## src/design/dsi3_pkg.sv

```systemverilog
// ~~~~~~~~~~~~~~~~~~~~
// level codes 01, 10 and 11 carry chips C0, C1 and C2.
// code 00 is the idle line and decodes as the invalid chip CX.
// ~~~~~~~~~~~~~~~~~~~~
package dsi3_pkg;

	typedef enum logic [1:0] {
		C0 = 2'd0,
		C1 = 2'd1,
		C2 = 2'd2,
		CX = 2'd3
	} dsi3_chip;

	// chips[2] is the first chip received, chips[0] the last.
	typedef union packed {
		dsi3_chip [2:0] chips;
		logic     [5:0] raw;
	} dsi3_symbol;

	localparam int DSI3_MAX_NIBBLES = 8;

	localparam logic [1:0] DSI3_IDLE_LEVEL = 2'b00;

	// entry n holds the chip triple {first, second, third} for nibble n.
	localparam logic [15:0][5:0] DSI3_NIBBLE_TABLE = '{
		15: {C2, C1, C2}, 14: {C2, C1, C0}, 13: {C2, C0, C2}, 12: {C2, C0, C1},
		11: {C1, C2, C1}, 10: {C1, C2, C0}, 9: {C1, C1, C2}, 8: {C1, C1, C0},
		7: {C1, C0, C2}, 6: {C1, C0, C1}, 5: {C0, C2, C2}, 4: {C0, C2, C1},
		3: {C0, C2, C0}, 2: {C0, C1, C2}, 1: {C0, C1, C1}, 0: {C0, C1, C0}
	};

endpackage

```

## src/design/dsi3_chip_if.sv

```systemverilog
// ~~~~~~~~~~~~~~~~~~~~
// chip stream from the detector, fanned out to two readers.
// chip, next_not_c0 and line_idle are valid only with chip_ready.
// ~~~~~~~~~~~~~~~~~~~~
`timescale 1ns/1ps

interface dsi3_chip_if;
	import dsi3_pkg::*;

	dsi3_chip chip;
	logic     chip_ready;
	logic     next_not_c0;
	logic     line_idle;

	modport source (
		output chip, chip_ready, next_not_c0, line_idle
	);

	modport sink (
		input chip, chip_ready, next_not_c0, line_idle
	);

endinterface

```

## src/design/dsi3_packet_monitor.sv

```systemverilog
// ~~~~~~~~~~~~~~~~~~~~
// a packet ends on the idle line or after eight symbols of chips.
// the next non-idle chip reopens reception in the same cycle.
// ~~~~~~~~~~~~~~~~~~~~
`timescale 1ns/1ps

module dsi3_packet_monitor #(
	parameter int IDLE_CHIPS = 2
) (
	input  logic        clk_rst,
	input  logic        i_rst_n,
	dsi3_chip_if.sink   chip_in,
	input  logic        i_enable,
	output logic        o_stop_receiving,
	output logic        o_packet_end
);
	import dsi3_pkg::*;

	localparam int MAX_CHIPS = 3 * DSI3_MAX_NIBBLES;

	logic [4:0] chip_cnt;
	logic       ended;
	logic       resume;

	assign resume           = ended && chip_in.chip_ready && (chip_in.chip != CX);
	assign o_stop_receiving = ended && !resume;

	always_ff @(posedge clk_rst or negedge i_rst_n) begin
		if (!i_rst_n) begin
			chip_cnt     <= '0;
			ended        <= 1'b1;
			o_packet_end <= 1'b0;
		end else begin
			o_packet_end <= 1'b0;
			if (!i_enable) begin
				chip_cnt <= '0;
				ended    <= 1'b1;
			end else if (resume) begin
				chip_cnt <= 5'd1;
				ended    <= 1'b0;
			end else if (!ended && chip_in.chip_ready) begin
				if (chip_in.line_idle || (chip_cnt == 5'(MAX_CHIPS - 1))) begin
					chip_cnt     <= '0;
					ended        <= 1'b1;
					o_packet_end <= 1'b1;
				end else begin
					chip_cnt <= chip_cnt + 5'd1;
				end
			end
		end
	end

endmodule

```

## src/flat_wrapper.sv

```systemverilog
// flat-port wrapper written by rule: the top's interface ports become plain ports
module dsi3_packet_monitor_flat import dsi3_pkg::*;
#(
	parameter int IDLE_CHIPS = 2
)
  (clk_rst, i_rst_n, i_enable, o_stop_receiving, o_packet_end, chip_in_chip, chip_in_chip_ready, chip_in_next_not_c0, chip_in_line_idle);
  dsi3_chip_if chip_in_i ();
  input  logic clk_rst;
  input  logic i_rst_n;
  input  logic i_enable;
  output logic o_stop_receiving;
  output logic o_packet_end;
  input wire logic [$bits(chip_in_i.chip)-1:0] chip_in_chip;
  input wire logic [$bits(chip_in_i.chip_ready)-1:0] chip_in_chip_ready;
  input wire logic [$bits(chip_in_i.next_not_c0)-1:0] chip_in_next_not_c0;
  input wire logic [$bits(chip_in_i.line_idle)-1:0] chip_in_line_idle;
  assign chip_in_i.chip = chip_in_chip;
  assign chip_in_i.chip_ready = chip_in_chip_ready;
  assign chip_in_i.next_not_c0 = chip_in_next_not_c0;
  assign chip_in_i.line_idle = chip_in_line_idle;
  dsi3_packet_monitor #(.IDLE_CHIPS(IDLE_CHIPS)) u_core (.clk_rst(clk_rst), .i_rst_n(i_rst_n), .chip_in(chip_in_i), .i_enable(i_enable), .o_stop_receiving(o_stop_receiving), .o_packet_end(o_packet_end));
endmodule
```

## config.mk

```make
export PLATFORM = sky130hd
export DESIGN_NAME = dsi3_packet_monitor_flat
export DESIGN_NICKNAME = d
export VERILOG_FILES = /design/src/design/dsi3_pkg.sv /design/src/design/dsi3_chip_if.sv /design/src/design/dsi3_packet_monitor.sv /design/src/flat_wrapper.sv
export SDC_FILE = /design/constraint.sdc
export NUM_CORES = 1
export LEC_CHECK = 0
export BUFFER_PORTS_ARGS = -buffer_cell sky130_fd_sc_hd__buf_2
export CAP_MARGIN = 20
export CORE_MARGIN = 5
export CORE_UTILIZATION = 30
export CTS_BUF_LIST = sky130_fd_sc_hd__clkbuf_4
export DETAILED_ROUTE_END_ITERATION = 12
export PLACE_DENSITY = 0.57
export SYNTH_ARGS = -nofsm -noshare
export SYNTH_HDL_FRONTEND = slang
export SYNTH_SLANG_ARGS = --single-unit
```

## constraint.sdc

```tcl
create_clock -name clk_rst -period 2.19 [get_ports clk_rst]
set_clock_uncertainty 0.2 [all_clocks]
set_input_delay 0.1095 -clock clk_rst [delete_from_list [all_inputs] [get_ports clk_rst]]
set_output_delay 0.1095 -clock clk_rst [all_outputs]
set_load 0.01 [all_outputs]
```

==> summary.txt <==
Status
  • Status: completed

Route
  • Initial DRT Pass Iterations: 4
  • Vias: 361
  • Antenna Nets Post-Route: 0
  • Drt total wl: 805 um
  • Vias per inst: 4.75
  • DRC Markers: 0
  • Routed len/inst: 10.6 um
  • Detailed Route Iter0 Violations: 5

Timing
  • Setup_tns: 0 ns
  • Final setup viols: 0
  • Fmax: 517 MHz
  • Min cycle time layout: 1.93 ns
  • Final WS setup: 0.255 ns
  • Hold_ws: 0.0248 ns
  • Slew Limit Fails: 0
  • Slew HR: 80.3%
  • Unrepaired setup endpoints after global routing: no
  • Fin. Hold Viols: 0
  • Final period util: 88.4%
  • Worst-margin pin slew: 0.293 ns

Job
  • MaxCap Viol Count: 0

Yosys
  • Post-synth top flop: dfrtp_1
  • Post-synth EDFFs: 0
  • Syn avg cell area: 9.16 um2
  • Post-Syn Instances: 44
  • Post-Syn Area: 403 um2
  • Yosys cell types: 21
  • Post-synth top cells: 7 x nand2_1, 6 x dfrtp_1, 4 x nand3_1
  • Leading area contributor after synthesis: dfrtp_1
  • Post-synth ARST share: 100%
  • YS warnings: 0
  • Leading post-synthesis cells by cell area: dfrtp_1 37%, dfstp_2 6.5%, nand2_1 6.5%
  • Synthesized net count: 53
  • Top-area cell type share of the netlist area: 37.3%
  • Yosys reg bits: 7
  • Most frequent cell after synthesis: nand2_1
  • Seq/Total Area, Yosys: 43.8%

Placed design
  • Final HPWL DP: 633 um
  • Pre-CTS WS: 0.358 ns
  • Gpl congestion: 0.754
  • Inst Count DP: 68
  • DP Area: 469 um2
  • Port Buf Inserts: 8

Die
  • Chip Width: 46.6 um
  • Core footprint: 1280 um2
  • Die area: 2180 um2
  • Die height: 46.6 um
  • Ports: 10
  • Initial Util: 31.4%
  • Rows: 13

Critical path
  • Crit Path Class: reg -> reg
  • Critical Path RT: 2.12 ns
  • Worst setup SP type: register
  • Critical Path End Type: register
  • Crit path DAT: 1.87 ns
  • CP max FO: 4
  • Delay-heaviest family, CP: buffers and inverters
  • Largest stage delay, worst path: 0.55 ns
  • Buf/Inv on CP: 1
  • Cell Chain, Critical Path: ha_1 > and4b_1 > o2111a_1 > dlygate4sd3_1
  • Critical Path Slowest Stage Cell: dlygate4sd3_1

Global route
  • GRT overflow: 0
  • Total GRT Usage: 9.49%
  • Initial antenna violation count: 0
  • First-pass GRT wire length: 1320 um
  • Largest net degree at the start of global routing: 10
  • Vias in the first global route: 339

Final layout
  • Fin cells: 76
  • Post-route cell area: 539 um2
  • Antenna diodes: 0
  • P&R area growth vs syn: 33.9%
  • Finished Core Util: 42.0%
  • Final #Nets: 71
  • Share of post-route cells with drive strength above 1: 24.6%

Clock tree
  • Clock Path Buffers: 2
  • TritonCTS Sinks: 7
  • CTS root buffer: clkbuf_4
  • Clock Latency Late Sink: 0.25 ns
  • Post-CTS Hold Buffers: 4
  • CTS Buf Count: 3
  • Total setup buffers inserted after CTS: 0
  • CTS H-tree lvls: 1
  • CTS tree: yes
  • Post-cts gate resize count: 0
  • Worst-path clk slew: 0.05 ns

Pwr
  • Switch Pwr: 75.4 uW
  • Peak VDD IR: 0.347 mV
  • Tot Pwr: 317 uW
  • Reg power frac: 45.0%
  • Comb power frac: 15.0%
  • Switching Fraction: 23.7%
  • Pint: 242 uW
  • Pwr Density: 589 nW/um2
  • Static leakage: 0.254 nW
  • Clk pwr share: 40.0%

Hold path
  • Hold Path Class: in -> async
==> per-layer routing <==
layer  GRT usage [%]  up-vias  part of all wire, %
li1                -      193                    -
met1            9.81      158                   47
met2            14.0        8                   45
met5               0        -                    0
met3            7.03        2                  6.1
met4            4.97        0                  1.5
==> placed cells by master, fill, tap and decap left out, drive strengths merged <==
master,instances
a21oi,3
a2bb2oi,1
a311oi,1
a31o,1
and4b,1
buf,9
clkbuf,4
dfrtp,6
dfstp,1
dlygate4sd3,4
ha,1
inv,3
nand2,7
nand2b,1
nand3,4
nand3b,1
nand4bb,1
nor2,2
o2111a,1
o21a,2
o21ai,3
o21bai,1
or2,2
or3,1
==> cell families after synthesis <==
kind of cell,share of synthesized area (%)
simple gates,28.0
flops,43.8
buf+inv,2.79
fa+ha+maj,3.11
compound gates,22.4
==> cell type report <==
cell class | instances | area, um2
Fill cell | 132 | 746
Multi-Input combinational cell | 34 | 215
Sequential cell | 7 | 176
Timing Repair Buffer | 13 | 87.6
Clock buffer | 4 | 30.0
Tap cell | 15 | 18.8
Inverter | 3 | 11.3
==> power groups by stage <==
stage	Sequential [mW]	Clock, mW	Combinational [mW]
2_1_floorplan	0.144	0	0.0243
3_3_place_gp	0.145	0	0.0422
3_5_place_dp	0.145	0	0.0433
4_1_cts	0.143	0.132	0.0481
5_1_grt	0.144	0.144	0.0535
6_report	0.143	0.127	0.0476
==> worst register-to-register path: cells and delay by family, from the launching register on <==
kind	cells	cell delay, ns
buffers and inverters	1	0.55
flip-flops	1	0.40
adder cells (fa/ha/maj)	1	0.24
AO/OA/AOI/OAI	1	0.23
AND/OR/NAND/NOR	1	0.20
==> final timing paths <==
path,startpoint,to,slack (ns),cells after the start
max reg2reg,u_core.chip_cnt[0],u_core.o_packet_end,0.26,4
max in group asynchronous,i_rst_n,u_core.ended,1.53,2
min reg2reg,u_core.chip_cnt[1],u_core.chip_cnt[1],0.32,2
min in group clk_rst,chip_in_chip_ready,u_core.ended,0.04,3
min,i_rst_n,u_core.chip_cnt[4],0.02,2
max,u_core.chip_cnt[0],u_core.o_packet_end,0.26,4
==> registers in the layout, indices dropped and copies added, names as in the netlist <==
signal and cells:
u_core.o_packet_end 1, u_core.ended 1, u_core.chip_cnt 5
(Power assumes the default switching activity.)
