### src/design/dsi3_pkg.sv
// ~~~~~~~~~~~~~~~~~~~~
// level codes 01, 10 and 11 carry chips C0, C1 and C2.
// code 00 is the idle line and decodes as the invalid chip CX.
// ~~~~~~~~~~~~~~~~~~~~
package dsi3_pkg;

	typedef enum logic [1:0] {
		C0 = 2'd0,
		C1 = 2'd1,
		C2 = 2'd2,
		CX = 2'd3
	} dsi3_chip;

	// chips[2] is the first chip received, chips[0] the last.
	typedef union packed {
		dsi3_chip [2:0] chips;
		logic     [5:0] raw;
	} dsi3_symbol;

	localparam int DSI3_MAX_NIBBLES = 8;

	localparam logic [1:0] DSI3_IDLE_LEVEL = 2'b00;

	// entry n holds the chip triple {first, second, third} for nibble n.
	localparam logic [15:0][5:0] DSI3_NIBBLE_TABLE = '{
		15: {C2, C1, C2}, 14: {C2, C1, C0}, 13: {C2, C0, C2}, 12: {C2, C0, C1},
		11: {C1, C2, C1}, 10: {C1, C2, C0}, 9: {C1, C1, C2}, 8: {C1, C1, C0},
		7: {C1, C0, C2}, 6: {C1, C0, C1}, 5: {C0, C2, C2}, 4: {C0, C2, C1},
		3: {C0, C2, C0}, 2: {C0, C1, C2}, 1: {C0, C1, C1}, 0: {C0, C1, C0}
	};

endpackage

### src/design/dsi3_data_assembler.sv
// ~~~~~~~~~~~~~~~~~~~~
// nibbles shift in from the right; only the first eight are counted.
// error and leading-zero flags hold for one packet.
// ~~~~~~~~~~~~~~~~~~~~
`timescale 1ns/1ps

module dsi3_data_assembler (
	input  logic                 clk_rst,
	input  logic                 i_rst_n,
	input  logic                 i_enable,
	input  logic                 i_symbol_ready,
	input  dsi3_pkg::dsi3_symbol i_symbol,
	input  logic                 i_received_0_as_first,
	input  logic                 i_received_c0_after_packet,
	input  logic                 i_packet_end,
	output logic [3:0]           o_nibble,
	output logic                 o_nibble_valid,
	output logic [31:0]          o_packet_data,
	output logic [3:0]           o_packet_nibbles,
	output logic                 o_packet_valid,
	output logic                 o_symbol_error,
	output logic                 o_leading_zero
);
	import dsi3_pkg::*;

	logic [31:0] word, word_nxt;
	logic [3:0]  nib_cnt, nib_cnt_nxt;
	logic [3:0]  decoded, add_val;
	logic        found, add;
	logic        err, err_nxt, lz, lz_nxt;

	always_comb begin
		found   = 1'b0;
		decoded = 4'd0;
		for (int i = 0; i < 16; i++) begin
			if (i_symbol.raw == DSI3_NIBBLE_TABLE[i]) begin
				found   = 1'b1;
				decoded = 4'(i);
			end
		end
	end

	// a leading zero enters the word as nibble 0.
	assign add         = i_symbol_ready || i_received_0_as_first;
	assign add_val     = i_symbol_ready ? decoded : 4'd0;
	assign word_nxt    = add ? {word[27:0], add_val} : word;
	assign nib_cnt_nxt = (add && (nib_cnt != 4'(DSI3_MAX_NIBBLES))) ? nib_cnt + 4'd1 : nib_cnt;
	assign err_nxt     = err | (i_symbol_ready & ~found);
	assign lz_nxt      = lz | (i_received_0_as_first & i_received_c0_after_packet);

	always_ff @(posedge clk_rst or negedge i_rst_n) begin
		if (!i_rst_n) begin
			nib_cnt          <= '0;
			err              <= 1'b0;
			lz               <= 1'b0;
			o_nibble_valid   <= 1'b0;
			o_packet_valid   <= 1'b0;
			o_packet_nibbles <= '0;
			o_symbol_error   <= 1'b0;
			o_leading_zero   <= 1'b0;
		end else if (!i_enable) begin
			nib_cnt        <= '0;
			err            <= 1'b0;
			lz             <= 1'b0;
			o_nibble_valid <= 1'b0;
			o_packet_valid <= 1'b0;
		end else begin
			o_nibble_valid <= add;
			o_packet_valid <= i_packet_end;
			if (i_packet_end) begin
				o_packet_nibbles <= nib_cnt_nxt;
				o_symbol_error   <= err_nxt;
				o_leading_zero   <= lz_nxt;
				nib_cnt          <= '0;
				err              <= 1'b0;
				lz               <= 1'b0;
			end else begin
				nib_cnt <= nib_cnt_nxt;
				err     <= err_nxt;
				lz      <= lz_nxt;
			end
		end
	end

	always_ff @(posedge clk_rst) begin
		o_nibble <= add_val;
		word     <= (i_packet_end || !i_enable) ? 32'd0 : word_nxt;
		if (i_packet_end && i_enable) begin
			o_packet_data <= word_nxt;
		end
	end

endmodule

### config.mk
export PLATFORM = sky130hd
export DESIGN_NAME = dsi3_data_assembler
export DESIGN_NICKNAME = d
export VERILOG_FILES = /design/src/design/dsi3_pkg.sv /design/src/design/dsi3_data_assembler.sv
export SDC_FILE = /design/constraint.sdc
export NUM_CORES = 1
export LEC_CHECK = 0
export ABC_AREA = 1
export BUFFER_PORTS_ARGS = -buffer_cell sky130_fd_sc_hd__buf_2
export CAP_MARGIN = 10
export CORE_MARGIN = 2
export CORE_UTILIZATION = 50
export DETAILED_ROUTE_END_ITERATION = 6
export PLACE_DENSITY = 0.81
export SLEW_MARGIN = 10
export SYNTH_ARGS = -nofsm -noshare
export SYNTH_HDL_FRONTEND = slang
export SYNTH_SLANG_ARGS = --single-unit
### constraint.sdc
create_clock -name clk_rst -period 1.34 [get_ports clk_rst]
set_input_delay 0.067 -clock clk_rst [delete_from_list [all_inputs] [get_ports clk_rst]]
set_output_delay 0.067 -clock clk_rst [all_outputs]
set_load 0.01 [all_outputs]
==> run summary <==
The flow ran to the end, but the final reports show violations. The final reports fail on DRC, setup timing. After clock tree synthesis, the clock-pin slew on the worst setup and hold paths is 0.08 ns. The worst slew margin relative to its limit came out at 0.783. The achievable frequency was 729 MHz; the total of fill cells in the finished design was 536. The number of antenna violations at the first check in global routing was 0. The initial cell density of the core is 0.525, and the final number of max-transition violations is 0. Port buffering added 56 buffers. TritonCTS built the clock tree. For this design, the sink count on the clock tree is 82. The initialized floorplan defines 29 standard-cell rows. At the worst endpoint, the required time is 1.57 ns. The repair_antennas step left the layout with diodes totalling 0.

During synthesis, Yosys emitted a total of 0 warnings. The final critical-path required period came out at 1.37 ns. The cell-internal power was 3.96 mW.

For the pin with the worst max-slew slack, the measured transition is 0.325 ns. Dividing the detail-routed via count by the number of cells gives 4.72. For the number of remaining DRC errors, the log shows 1. Data on the critical path arrives at its endpoint at 1.60 ns. The die width was 86.1 um; the synthesis-stage register bit count was 82.

Among all flip-flop cells after synthesis, the most frequent one is sky130_fd_sc_hd__dfxtp_1. The die is 86.1 um tall. The run gives 0 as the residual antenna-violating net count after detailed routing. The run gives 3 as the H-tree level count. Counting flops with a built-in enable in the synthesized netlist gives 32.

At the placement stage, the worst setup path has a slack of -0.0259 ns. Counting every net in the synthesized netlist gives 347. The most common cell in the netlist is sky130_fd_sc_hd__nor2_1. The number of hold violations in the final report is 0. Routability-driven placement finished with a final weighted congestion of 0.880.

The logs give 9710 um for the first-pass GRT wire length and 2,282 for the via count. For the setup slack after layout, the log shows -0.0321 ns. Total congestion overflow: 0. By area the synthesized netlist is led by sky130_fd_sc_hd__edfxtp_1 (28%), sky130_fd_sc_hd__dfxtp_1 (21%), sky130_fd_sc_hd__dfrtp_1 (10%), sky130_fd_sc_hd__o21ai_2 (6.8%), sky130_fd_sc_hd__nor2_1 (4.9%). The final cycle utilization of the critical path was 1.02. The net switching power is 1.17 mW. The number of buffers inserted during clock tree synthesis is 9, and the sum of routed wire length over all layers is 5740 um. Category of the worst setup path launch point: a flip-flop. The leakage power of the design was 1.97 nW; the reported max-cap violation count was 0. Fraction of synthesis flops using an asynchronous set or reset pin: 0.171. For the latest clock arrival within the worst-skew pair, the log shows 0.35 ns. The root cell of the clock tree is sky130_fd_sc_hd__clkbuf_8. The layout cell share with drive strength beyond 1 works out to 0.419.

By startpoint and endpoint, the worst setup path is classified as flip-flop to flip-flop. The post-synthesis average cell area is 10.2 sq um, and the sequential-to-total area share from yosys stat is 0.602. The tools report the count of final setup violators as 2. The layout-stage area growth over the synthesis result was 20.0%; the detailed placer's ending HPWL was 4040 um. The per-cell routed wire length was 11.9 um. The run gives 2,232 as the via count of the first global-routing pass. The worst setup path is captured at a flip-flop. For this block, the initial DRC count from the detailed router was 79.

The tools report the total global routing track utilization as 0.170. The iteration count of the initial detailed-routing pass was 6. Setup repair after global routing could not meet its margin everywhere. The post-synthesis cell type with the largest combined area was sky130_fd_sc_hd__edfxtp_1. The completed layout was analyzed and its total power is 5.13 mW. Entering global routing, the biggest net connects 32 pins. After synthesis, the most frequently instantiated cells are sky130_fd_sc_hd__nor2_1 (44), sky130_fd_sc_hd__inv_1 (37), sky130_fd_sc_hd__dfxtp_1 (36). The worst ir drop on vdd was 550 uV; the full die area was 7420 sq um. The minimum hold slack is 0.0207 ns, and the combinational share of power is 0.106.

The area of the core region is 6420 sq um, and the share of Yosys cell area claimed by the top area cell type is 0.285. The maximum buffer depth of the clock tree is 2. The switching share of power works out to 0.228. The worst hold path belongs to the class input port to flip-flop. After synthesis, the netlist uses 27 different library cells. In this run the cell area of the synthesized design comes to 3370 sq um. The net count of the finished layout is 417. The number of placed I/O pins was 57. Along the worst path, the maximum fanout reaches 4. Clock skew on the completed layout was measured at 0.0136 ns. Power share of the sequential group: 0.535. The total power per unit cell area was 1270 nW/um^2; the part of the total power dissipated in the clock network was 0.359.

Synthesis handed over a netlist of 332 instances.
layout make-up:
| type | count | area (sq um) | area share |
|---|---|---|---|
| clock buffer | 11 | 131 | 0.0325 |
| multi-input combinational | 185 | 1080 | 0.268 |
| timing repair buffer | 70 | 428 | 0.106 |
| inverter | 54 | 205 | 0.0507 |
| clock inverter | 4 | 68.8 | 0.0170 |
| tap | 77 | 96.3 | 0.0238 |
| sequential | 82 | 2030 | 0.502 |
cell usage in the layout, fill, tap and decap left out, types with 3 or more instances in the layout:
cell / count
sky130_fd_sc_hd__a21oi_1: 3
sky130_fd_sc_hd__or2_1: 10
sky130_fd_sc_hd__nand3_1: 7
sky130_fd_sc_hd__clkbuf_8: 9
sky130_fd_sc_hd__nand2_2: 9
sky130_fd_sc_hd__buf_4: 9
sky130_fd_sc_hd__or2_2: 19
sky130_fd_sc_hd__o21ai_2: 26
sky130_fd_sc_hd__inv_2: 19
sky130_fd_sc_hd__buf_12: 3
sky130_fd_sc_hd__inv_1: 34
sky130_fd_sc_hd__nand2_1: 34
sky130_fd_sc_hd__edfxtp_1: 32
sky130_fd_sc_hd__a21oi_2: 3
sky130_fd_sc_hd__nor2_1: 44
sky130_fd_sc_hd__dfrtp_1: 14
sky130_fd_sc_hd__o21ai_0: 8
sky130_fd_sc_hd__nand3_2: 3
sky130_fd_sc_hd__nor2_2: 4
sky130_fd_sc_hd__dfxtp_1: 36
sky130_fd_sc_hd__buf_2: 56
logic make-up after synthesis:
kind of cell	after synthesis	share of synthesized area
AND/OR/NAND/NOR	138	0.201
flip-flops	82	0.602
buffers and inverters	65	0.0872
AO/OA/AOI/OAI	42	0.0946
XOR/XNOR	3	0.00779
adder cells (fa/ha/maj)	2	0.00742
repair_timing:
item,in CTS,in global routing
setup endpoints to repair,4,5
endpoints found under the hold margin,15,0
hold buffers,2,0
gates resized for setup,6,3
pin swaps,1,2
buffers inserted,1,1
cloned,0,0
critical path, cell delays in order (launching register included):
cell and delay, ns:
sky130_fd_sc_hd__dfrtp_1 0.37, sky130_fd_sc_hd__inv_2 0.06, sky130_fd_sc_hd__ha_4 0.16, sky130_fd_sc_hd__nand3_4 0.09
sky130_fd_sc_hd__nand2_4 0.07, sky130_fd_sc_hd__inv_2 0.07, sky130_fd_sc_hd__nand4_1 0.14, sky130_fd_sc_hd__xor2_2 0.22
sky130_fd_sc_hd__o21ai_2 0.08
through the flow:
| step | TNS, ns | instances | utilization | instance area, sq um |
|---|---|---|---|---|
| 3_5_place_dp | -0.0466 | 464 | 0.588 | 3770 |
| 5_1_grt | -0.360 | 483 | 0.630 | 4050 |
| 2_1_floorplan | 0 | 332 | - | 3370 |
| 3_3_place_gp | 0 | 464 | 0.588 | 3770 |
| 6_report | -0.0425 | 483 | 0.630 | 4050 |
| 4_1_cts | 0 | 482 | 0.626 | 4020 |
path summary, 6_finish.rpt:
path,cells past startpoint,end,slack [ns],startpoint
worst max-delay path,8,o_packet_nibbles[3],-0.03,nib_cnt[1]
worst min-delay path,3,lz,0.02,i_received_c0_after_packet
worst max register to register,8,o_packet_nibbles[3],-0.03,nib_cnt[1]
worst min register to register,2,o_packet_nibbles[0],0.49,o_packet_nibbles[0]
max in group asynchronous,2,lz,0.95,i_rst_n
min in group asynchronous,2,o_packet_nibbles[0],0.14,i_rst_n
flip-flops by register name, indices dropped and copies added, names as in the netlist:
name and cells:
o_nibble_valid 1, err 1, o_symbol_error 1, o_nibble 4, word 32, o_packet_nibbles 4, o_packet_data 32, o_packet_valid 1
lz 1, o_leading_zero 1, nib_cnt 4
power by group through the flow:
stage | clock (mW) | sequential, mW | combinational (mW)
finish | 1.84 | 2.75 | 0.542
global route | 1.97 | 2.76 | 0.609
CTS | 1.89 | 2.75 | 0.543
detailed placement | 0 | 2.80 | 0.527
global placement | 0 | 2.80 | 0.513
floorplan | 0 | 2.85 | 0.303
layer usage:
metal,global-route usage,wire length [um],up-vias,share of wire
li1,-,-,1185,-
met1,0.205,2480,1024,0.43
met2,0.274,2780,61,0.49
met3,0.0558,340,12,0.059
met4,0.0851,133,0,0.023
met5,0,0,-,0
Power figures use the tool's default switching activity.
