**src/design/dsi3_pkg.sv**
```systemverilog
// ~~~~~~~~~~~~~~~~~~~~
// level codes 01, 10 and 11 carry chips C0, C1 and C2.
// code 00 is the idle line and decodes as the invalid chip CX.
// ~~~~~~~~~~~~~~~~~~~~
package dsi3_pkg;

	typedef enum logic [1:0] {
		C0 = 2'd0,
		C1 = 2'd1,
		C2 = 2'd2,
		CX = 2'd3
	} dsi3_chip;

	// chips[2] is the first chip received, chips[0] the last.
	typedef union packed {
		dsi3_chip [2:0] chips;
		logic     [5:0] raw;
	} dsi3_symbol;

	localparam int DSI3_MAX_NIBBLES = 8;

	localparam logic [1:0] DSI3_IDLE_LEVEL = 2'b00;

	// entry n holds the chip triple {first, second, third} for nibble n.
	localparam logic [15:0][5:0] DSI3_NIBBLE_TABLE = '{
		15: {C2, C1, C2}, 14: {C2, C1, C0}, 13: {C2, C0, C2}, 12: {C2, C0, C1},
		11: {C1, C2, C1}, 10: {C1, C2, C0}, 9: {C1, C1, C2}, 8: {C1, C1, C0},
		7: {C1, C0, C2}, 6: {C1, C0, C1}, 5: {C0, C2, C2}, 4: {C0, C2, C1},
		3: {C0, C2, C0}, 2: {C0, C1, C2}, 1: {C0, C1, C1}, 0: {C0, C1, C0}
	};

endpackage

```
**src/design/dsi3_chip_if.sv**
```systemverilog
// ~~~~~~~~~~~~~~~~~~~~
// chip stream from the detector, fanned out to two readers.
// chip, next_not_c0 and line_idle are valid only with chip_ready.
// ~~~~~~~~~~~~~~~~~~~~
`timescale 1ns/1ps

interface dsi3_chip_if;
	import dsi3_pkg::*;

	dsi3_chip chip;
	logic     chip_ready;
	logic     next_not_c0;
	logic     line_idle;

	modport source (
		output chip, chip_ready, next_not_c0, line_idle
	);

	modport sink (
		input chip, chip_ready, next_not_c0, line_idle
	);

endinterface

```
**src/design/dsi3_chip_detector.sv**
```systemverilog
// ~~~~~~~~~~~~~~~~~~~~
// chip phase runs free from enable; the line must be chip aligned to it.
// each chip leaves one chip period late to carry a lookahead.
// ~~~~~~~~~~~~~~~~~~~~
`timescale 1ns/1ps

module dsi3_chip_detector #(
	parameter int CHIP_CYCLES = 8,
	parameter int IDLE_CHIPS  = 2
) (
	input  logic             clk_rst,
	input  logic             i_rst_n,
	input  logic             i_enable,
	input  logic [1:0]       i_rx_level,
	dsi3_chip_if.source      chip_out
);
	import dsi3_pkg::*;

	localparam int PW  = (CHIP_CYCLES > 1) ? $clog2(CHIP_CYCLES) : 1;
	localparam int IW  = $clog2(IDLE_CHIPS + 1);
	localparam int MID = CHIP_CYCLES / 2;

	logic [PW-1:0] phase;
	logic [IW-1:0] idle_cnt, idle_cnt_nxt;
	dsi3_chip      sampled;
	dsi3_chip      held_chip;
	logic          have_held;

	always_comb begin
		case (i_rx_level)
			2'b01:   sampled = C0;
			2'b10:   sampled = C1;
			2'b11:   sampled = C2;
			default: sampled = CX;
		endcase
	end

	// idle samples saturate at IDLE_CHIPS.
	always_comb begin
		idle_cnt_nxt = '0;
		if (i_rx_level == DSI3_IDLE_LEVEL) begin
			idle_cnt_nxt = (idle_cnt == IW'(IDLE_CHIPS)) ? idle_cnt : idle_cnt + 1'b1;
		end
	end

	always_ff @(posedge clk_rst or negedge i_rst_n) begin
		if (!i_rst_n) begin
			phase                <= '0;
			idle_cnt             <= '0;
			have_held            <= 1'b0;
			held_chip            <= CX;
			chip_out.chip        <= CX;
			chip_out.chip_ready  <= 1'b0;
			chip_out.next_not_c0 <= 1'b0;
			chip_out.line_idle   <= 1'b0;
		end else begin
			phase               <= (phase == PW'(CHIP_CYCLES - 1)) ? '0 : phase + 1'b1;
			chip_out.chip_ready <= 1'b0;
			if (!i_enable) begin
				idle_cnt  <= '0;
				have_held <= 1'b0;
			end else if (phase == PW'(MID)) begin
				held_chip <= sampled;
				have_held <= 1'b1;
				idle_cnt  <= idle_cnt_nxt;
				if (have_held) begin
					chip_out.chip        <= held_chip;
					chip_out.chip_ready  <= 1'b1;
					chip_out.next_not_c0 <= (sampled != C0);
					chip_out.line_idle   <= (idle_cnt_nxt == IW'(IDLE_CHIPS));
				end
			end
		end
	end

endmodule

```
**src/flat_wrapper.sv**
```systemverilog
// flat-port wrapper written by rule: the top's interface ports become plain ports
module dsi3_chip_detector_flat import dsi3_pkg::*;
#(
	parameter int CHIP_CYCLES = 8,
	parameter int IDLE_CHIPS  = 2
)
  (clk_rst, i_rst_n, i_enable, i_rx_level, chip_out_chip, chip_out_chip_ready, chip_out_next_not_c0, chip_out_line_idle);
  dsi3_chip_if chip_out_i ();
  input  logic clk_rst;
  input  logic i_rst_n;
  input  logic i_enable;
  input  logic [1:0] i_rx_level;
  output wire logic [$bits(chip_out_i.chip)-1:0] chip_out_chip;
  output wire logic [$bits(chip_out_i.chip_ready)-1:0] chip_out_chip_ready;
  output wire logic [$bits(chip_out_i.next_not_c0)-1:0] chip_out_next_not_c0;
  output wire logic [$bits(chip_out_i.line_idle)-1:0] chip_out_line_idle;
  assign chip_out_chip = chip_out_i.chip;
  assign chip_out_chip_ready = chip_out_i.chip_ready;
  assign chip_out_next_not_c0 = chip_out_i.next_not_c0;
  assign chip_out_line_idle = chip_out_i.line_idle;
  dsi3_chip_detector #(.CHIP_CYCLES(CHIP_CYCLES), .IDLE_CHIPS(IDLE_CHIPS)) u_core (.clk_rst(clk_rst), .i_rst_n(i_rst_n), .i_enable(i_enable), .i_rx_level(i_rx_level), .chip_out(chip_out_i));
endmodule
```
**config.mk**
```make
export PLATFORM = sky130hd
export DESIGN_NAME = dsi3_chip_detector_flat
export DESIGN_NICKNAME = d
export VERILOG_FILES = /design/src/design/dsi3_pkg.sv /design/src/design/dsi3_chip_if.sv /design/src/design/dsi3_chip_detector.sv /design/src/flat_wrapper.sv
export SDC_FILE = /design/constraint.sdc
export NUM_CORES = 1
export LEC_CHECK = 0
export BUFFER_PORTS_ARGS = -buffer_cell sky130_fd_sc_hd__buf_2
export CORE_AREA = 2 2 47 49
export DETAILED_ROUTE_END_ITERATION = 8
export DIE_AREA = 0 0 49 51
export PLACE_DENSITY = 0.6
export SLEW_MARGIN = 20
export SYNTH_ARGS = -nofsm -noshare
export SYNTH_HDL_FRONTEND = slang
export SYNTH_SLANG_ARGS = --single-unit
```
**constraint.sdc**
```tcl
create_clock -name clk_rst -period 1.6 [get_ports clk_rst]
set_input_delay 0.16 -clock clk_rst [delete_from_list [all_inputs] [get_ports clk_rst]]
set_output_delay 0.16 -clock clk_rst [all_outputs]
set_load 0.05 [all_outputs]
```
==> impl_metrics.csv, run 1 <==
group,metric,value,unit
critical_path,cp_slowest_cell,"dfrtp_1",
critical_path,worstPathCellList,"inv_1 > ha_1 > nand4_4 > mux2_4",
timing,finalHoldViolations,0,
route,routed_wl,902,µm
critical_path,cp.required,1.75,ns
status,status,"finished, final reports clean",
place,numPlacedInstances,87,
floorplan,num_rows,17,
final_layout,fin_nets,78,
cts,clk_path_buf_depth,2,
global_route,grt_pass1_wl,1559,µm
timing,fin_skew,0.0006847,ns
final_layout,fill_cells,224,
min_path,min_path_type,"in -> reg",
timing,fin_crit,1.425,ns
timing,finalSetupViolCount,0,
timing,tightest_slew,0.3158,ns
logic_synthesis,synth_area_per_cell,12.89,µm²
timing,hold-worst-slack,0.2068,ns
global_route,grt_usage,8.434,%
logic_synthesis,netlist_area,644.4,µm²
logic_synthesis,synth_area_leader_cell,"dfrtp_1",
logic_synthesis,ys_warn_count,0,
critical_path,worstSetupEndpointType,"flop",
global_route,grt_max_degree,14,
place,portBuffers,9,
global_route,grt_pass1_vias,372,
critical_path,regToRegSetupSlack,0.18,ns
timing,timing.final.crit_share,89.04,%
global_route,grt_remaining_overflow,0,
floorplan,fp.dieW,49,µm
critical_path,r2r-start,"u_core.phase[0]",
final_layout,final_common_cell,"inv_1",
cts,cts.sinks,13,
cts,cts_buffers,3,
place,hpwl,731.1,µm
cts,insertion_delay,0.26,ns
timing,tns,0,ns
global_route,antenna_found_initial,0,
final_layout,drive_gt1_share,34.38,%
final_layout,final_cell_mix,"inv_1, buf_2, dfrtp_1, ha_1, dfstp_2",
route,viasPerCell,4.228,
route,drc,0,
min_path,hold_end,"u_core.idle_cnt[0]",
place,gp_routability_congestion,0.7052,
min_path,hp-start,"i_enable",
final_layout,area.growth.synth_to_final,18.06,%
min_path,hold_path_depth,2,
pwr,p_per_area,751.7,nW/µm²
route,wl_per_cell,9.804,µm
pwr,power,0.5718,mW
cts,cts_resized,0,
logic_synthesis,netlist_instances,50,
logic_synthesis,seq_area_frac_synth,51.26,%
logic_synthesis,netlist.area_leader.share,34.95,%
floorplan,die_y,51,µm
cts,root_buffer,"clkbuf_4",
critical_path,r2r_cells,4,
route,drt_first_pass_iters,4,
floorplan,die_area,2499,µm²
final_layout,diodes,0,
floorplan,core,2063,µm²
floorplan,start_util,31.23,%
logic_synthesis,ys_types,15,
timing,slew-limit-headroom,78.94,%
cts,clk_pin_slew,0.07,ns
logic_synthesis,synth_area_leaders,"dfrtp_1, dfstp_2, ha_1",
timing,clock.fmax,701.9,MHz
critical_path,worstSetupStartpointType,"flop",
job,maxCapViolations,0,
pwr,peakVddDrop,0.0002113,V
logic_synthesis,syn_nets,63,
critical_path,timing.rr.end,"u_core.chip_out.line_idle",
route,vias,389,
route,drtAntennaViolNets,0,
pwr,p_leak,0.4289,nW
critical_path,criticalPathCategory,"reg -> reg",
logic_synthesis,synth-seq-cells,13,
critical_path,cp_max_fo,7,
cts,cts_tree,"built",
final_layout,stdcell_count,92,
floorplan,io_pins,10,
timing,report.final.slew_viol_count,0,
critical_path,crit_path_start,"u_core.phase[0]",
timing,rsz0062_at_grt,"false",
route,drt-initial-drc-count,6,
critical_path,worstPathArrival,1.57,ns
cts,htreeDepth,1,
critical_path,critPathMaxStageDelay,0.40,ns
-- cells in the mapped netlist, drive strengths merged --
master  number
inv         10
dfstp        4
dfrtp        9
a21boi       2
nor2         2
a21bo        2
a21oi        1
mux2i        3
ha           8
mux2         3
and3b        1
nor2b        1
nand3        1
nand4        3
-- logic make-up after synthesis --
| logic type | after synthesis | synth area share (%) |
|---|---|---|
| compound gates | 5 | 6.212 |
| buf+inv | 10 | 5.826 |
| fa+ha+maj | 8 | 15.53 |
| simple gates | 8 | 9.515 |
| flops | 13 | 51.26 |
| mux | 6 | 11.65 |
-- worst max-delay path, delay by kind of cell (launching register included) --
family / cells / cell delay (ns)
flip-flops: 1 / 0.40
adder cells (fa/ha/maj): 1 / 0.32
multiplexers: 1 / 0.33
buffers and inverters: 1 / 0.06
AND/OR/NAND/NOR: 1 / 0.20
-- state kept, by name, indices dropped and copies added (netlist names) --
name                         flops
u_core.held_chip                 2
u_core.idle_cnt                  2
u_core.chip_out.next_not_c0      1
u_core.have_held                 1
u_core.chip_out.line_idle        1
u_core.chip_out.chip             2
u_core.phase                     3
u_core.chip_out.chip_ready       1
-- cell type report --
cell class,instances,area [µm²],area share (%)
inverters,10,37.54,4.934
clock buffers,4,26.28,3.454
flip-flops and latches,13,330.3,43.42
well taps,28,35.03,4.605
multi-input cells,27,276.5,36.35
repair buffers,10,55.05,7.237
-- routing by layer --
| metal | wire, µm | vias to the layer above | share of wire [%] | track usage [%] |
|---|---|---|---|---|
| met5 | 0 | - | 0 | 0 |
| met4 | 17 | 0 | 1.9 | 4.286 |
| met3 | 47 | 2 | 5.2 | 2.047 |
| met2 | 443 | 11 | 49 | 14.16 |
| met1 | 394 | 184 | 44 | 10.09 |
| li1 | - | 192 | - | - |
-- worst max path at each step --
stage | end | slack (ns) | cells after the start
floorplan | u_core.chip_out.line_idle | 0.29 | 4
global placement | u_core.chip_out.line_idle | 0.23 | 4
detailed placement | u_core.chip_out.line_idle | 0.18 | 4
CTS | u_core.chip_out.line_idle | 0.16 | 4
global route | u_core.chip_out.line_idle | 0.07 | 4
finish | u_core.chip_out.line_idle | 0.18 | 4
-- per-stage QoR --
step | utilization [%] | cell area [µm²] | setup slack [ns]
2_1_floorplan | - | 644.4 | 0.2872
3_3_place_gp | 35.11 | 724.4 | 0.2264
3_5_place_dp | 35.11 | 724.4 | 0.1760
4_1_cts | 36.87 | 760.7 | 0.1558
5_1_grt | 36.87 | 760.7 | 0.06541
6_report | 36.87 | 760.7 | 0.1754
-- where the power goes --
group	internal (mW)	total, mW	switching (mW)
sequential	0.343	0.347	0.00411
combinational	0.0155	0.0384	0.0229
clock	0.0961	0.187	0.0906
-- timing repair --
| action | in CTS | in global routing |
|---|---|---|
| setup buffers | 0 | 0 |
| hold buffers | 1 | 0 |
| endpoints found under the hold margin | 9 | 0 |
Power figures use the tool's default switching activity.
==> run 2: changes to the inputs <==
CORE_AREA = 3 3 48 50   (was 2 2 47 49)
DIE_AREA = 0 0 51 53   (was 0 0 49 51)
==> run 2 against run 1 <==
  * Register-to-register slack about the same
  * Cell count decreased by 1.1%
  * Combinational power rose by 1%
  * Non-clock buffer count unchanged
  * Routed wire length up 8.8%
  * Final area is 0.16% lower
  * Global-route usage rose by 0.89 points
  * Flip-flop and latch count did not move
  * Maximum frequency up 0.21%
  * Critical endpoint unchanged
==> impl_metrics.csv, run 2 (synthesized netlist as in run 1, its figures left out) <==
group,metric,value,unit
status,status,"finished, final reports clean",
critical_path,regToRegSetupSlack,0.18,ns
floorplan,core,1942,µm²
final_layout,final_cell_mix,"inv_1, buf_2, dfrtp_1, ha_1, dfstp_2",
cts,cts.sinks,13,
cts,cts_tree,"built",
pwr,power,0.5868,mW
final_layout,drive_gt1_share,34.38,%
final_layout,final-seq-area,330.3,µm²
pwr,power.share.switching,22.46,%
critical_path,worstSetupStartpointType,"flop",
place,numPlacedInstances,86,
min_path,hp-start,"i_enable",
timing,slew-limit-headroom,80.60,%
final_layout,regMostFlops,"u_core.phase",
pwr,p_per_area,772.6,nW/µm²
critical_path,critPathMaxStageDelay,0.40,ns
place,dpl_cell_area,723.2,µm²
floorplan,fp.dieW,51,µm
critical_path,crit_path_start,"u_core.phase[0]",
critical_path,worstPathCellList,"inv_1 > ha_1 > nand4_4 > mux2_4",
place,pre_cts_ws,0.2014,ns
final_layout,area.growth.synth_to_final,17.86,%
route,viasPerCell,4.209,
final_layout,stdcell_count,91,
place,portBuffers,9,
floorplan,start_util,33.18,%
global_route,antenna_found_initial,0,
global_route,grt_pass1_vias,362,
cts,cts_resized,0,
job,maxCapViolations,0,
route,routed_wl,981,µm
min_path,min_path_type,"in -> reg",
cts,insertion_delay,0.27,ns
final_layout,fin_nets,78,
pwr,comb_power_share,6.6,%
final_layout,final_common_cell,"inv_1",
timing,fin_crit,1.422,ns
critical_path,cp_max_fo,7,
pwr,p_int,0.4550,mW
timing,finalSetupViolCount,0,
final_layout,diodes,0,
floorplan,die_area,2703,µm²
floorplan,die_y,53,µm
final_layout,multi_input_area,276.5,µm²
timing,rsz0062_at_grt,"false",
critical_path,worstSetupEndpointType,"flop",
timing,clock.fmax,703.4,MHz
route,drc,0,
floorplan,num_rows,16,
cts,root_buffer,"clkbuf_4",
global_route,grt_max_degree,14,
pwr,p_leak,0.4289,nW
global_route,grt_usage,9.326,%
critical_path,cp_slowest_cell,"dfrtp_1",
pwr,power_frac_seq,59.2,%
cts,cts_buffers,3,
pwr,switchingPower,0.1318,mW
route,vias,383,
global_route,grt_remaining_overflow,0,
timing,report.final.slew_viol_count,0,
timing,timing.final.crit_share,88.86,%
timing,tns,0,ns
floorplan,io_pins,10,
critical_path,cp.required,1.76,ns
timing,finalHoldViolations,0,
route,drt-initial-drc-count,1,
place,gp_routability_congestion,0.6994,
cts,clk_path_buf_depth,2,
place,hpwl,738.2,µm
critical_path,worstPathArrival,1.59,ns
pwr,peakVddDrop,0.0003669,V
route,drt_first_pass_iters,3,
final_layout,largest_reg_flops,3,
pwr,clkPwrFrac,34.1,%
critical_path,endpoint,"u_core.chip_out.line_idle",
global_route,grt_pass1_wl,1704,µm
timing,setup_ws,0.1783,ns
route,wl_per_cell,10.78,µm
cts,htreeDepth,1,
route,drtAntennaViolNets,0,
final_layout,final_area,759.5,µm²
timing,tightest_slew,0.2910,ns
critical_path,r2r-start,"u_core.phase[0]",
cts,clk_pin_slew,0.08,ns
critical_path,criticalPathCategory,"reg -> reg",
critical_path,timing.rr.end,"u_core.chip_out.line_idle",
timing,fin_skew,0.001179,ns
critical_path,r2r_cells,4,
final_layout,fill_cells,205,
## run 2: metal layers
metal	vias up	global-route usage (%)	wire (µm)
met4	0	8.072	38
met5	-	0	0
met3	5	4.225	50
met2	10	13.30	410
li1	192	-	-
met1	176	10.42	481
## run 2: area by class of cell
class,count,share of cell area [%]
Clock buffer,4,3.460
Inverter,10,4.942
Multi-Input combinational cell,27,36.41
Sequential cell,13,43.49
Tap cell,27,4.448
Timing Repair Buffer,10,7.249
## run 2: timing repair
action / in CTS / in global routing
setup buffers: 0 / 0
hold buffers: 1 / 0
endpoints found under the hold margin: 9 / 0
## run 2: worst min path at each step
stage                            endpoint  slack, ns  cells after the start
5_1_grt                u_core.idle_cnt[0]       0.18                      2
6_report               u_core.idle_cnt[0]       0.19                      2
2_1_floorplan  u_core.chip_out.chip_ready      -0.14                      0
3_3_place_gp             u_core.have_held       0.06                      1
3_5_place_dp             u_core.have_held       0.06                      1
4_1_cts                u_core.idle_cnt[0]       0.18                      2
## run 2: through the flow
| step | hold slack [ns] | utilization, % |
|---|---|---|
| after floorplan | -0.1356 | - |
| after global placement | 0.05981 | 37.24 |
| after detailed placement | 0.06065 | 37.24 |
| after CTS | 0.1754 | 39.11 |
| after global routing | 0.1757 | 39.11 |
| final | 0.1917 | 39.11 |
## run 2: worst max-delay path: cells and delay by family, from the launching register on
family                   cells  cell delay, ns
flip-flops                   1            0.40
multiplexers                 1            0.33
adder cells (fa/ha/maj)      1            0.32
AND/OR/NAND/NOR              1            0.20
buffers and inverters        1            0.07
## run 2: power groups by stage
| stage | Clock, mW | Combinational [mW] | Sequential [mW] |
|---|---|---|---|
| 2_1_floorplan | 0 | 0.0165 | 0.356 |
| 3_3_place_gp | 0 | 0.0371 | 0.353 |
| 3_5_place_dp | 0 | 0.0381 | 0.354 |
| 4_1_cts | 0.213 | 0.0401 | 0.348 |
| 5_1_grt | 0.232 | 0.0437 | 0.350 |
| 6_report | 0.200 | 0.0389 | 0.348 |
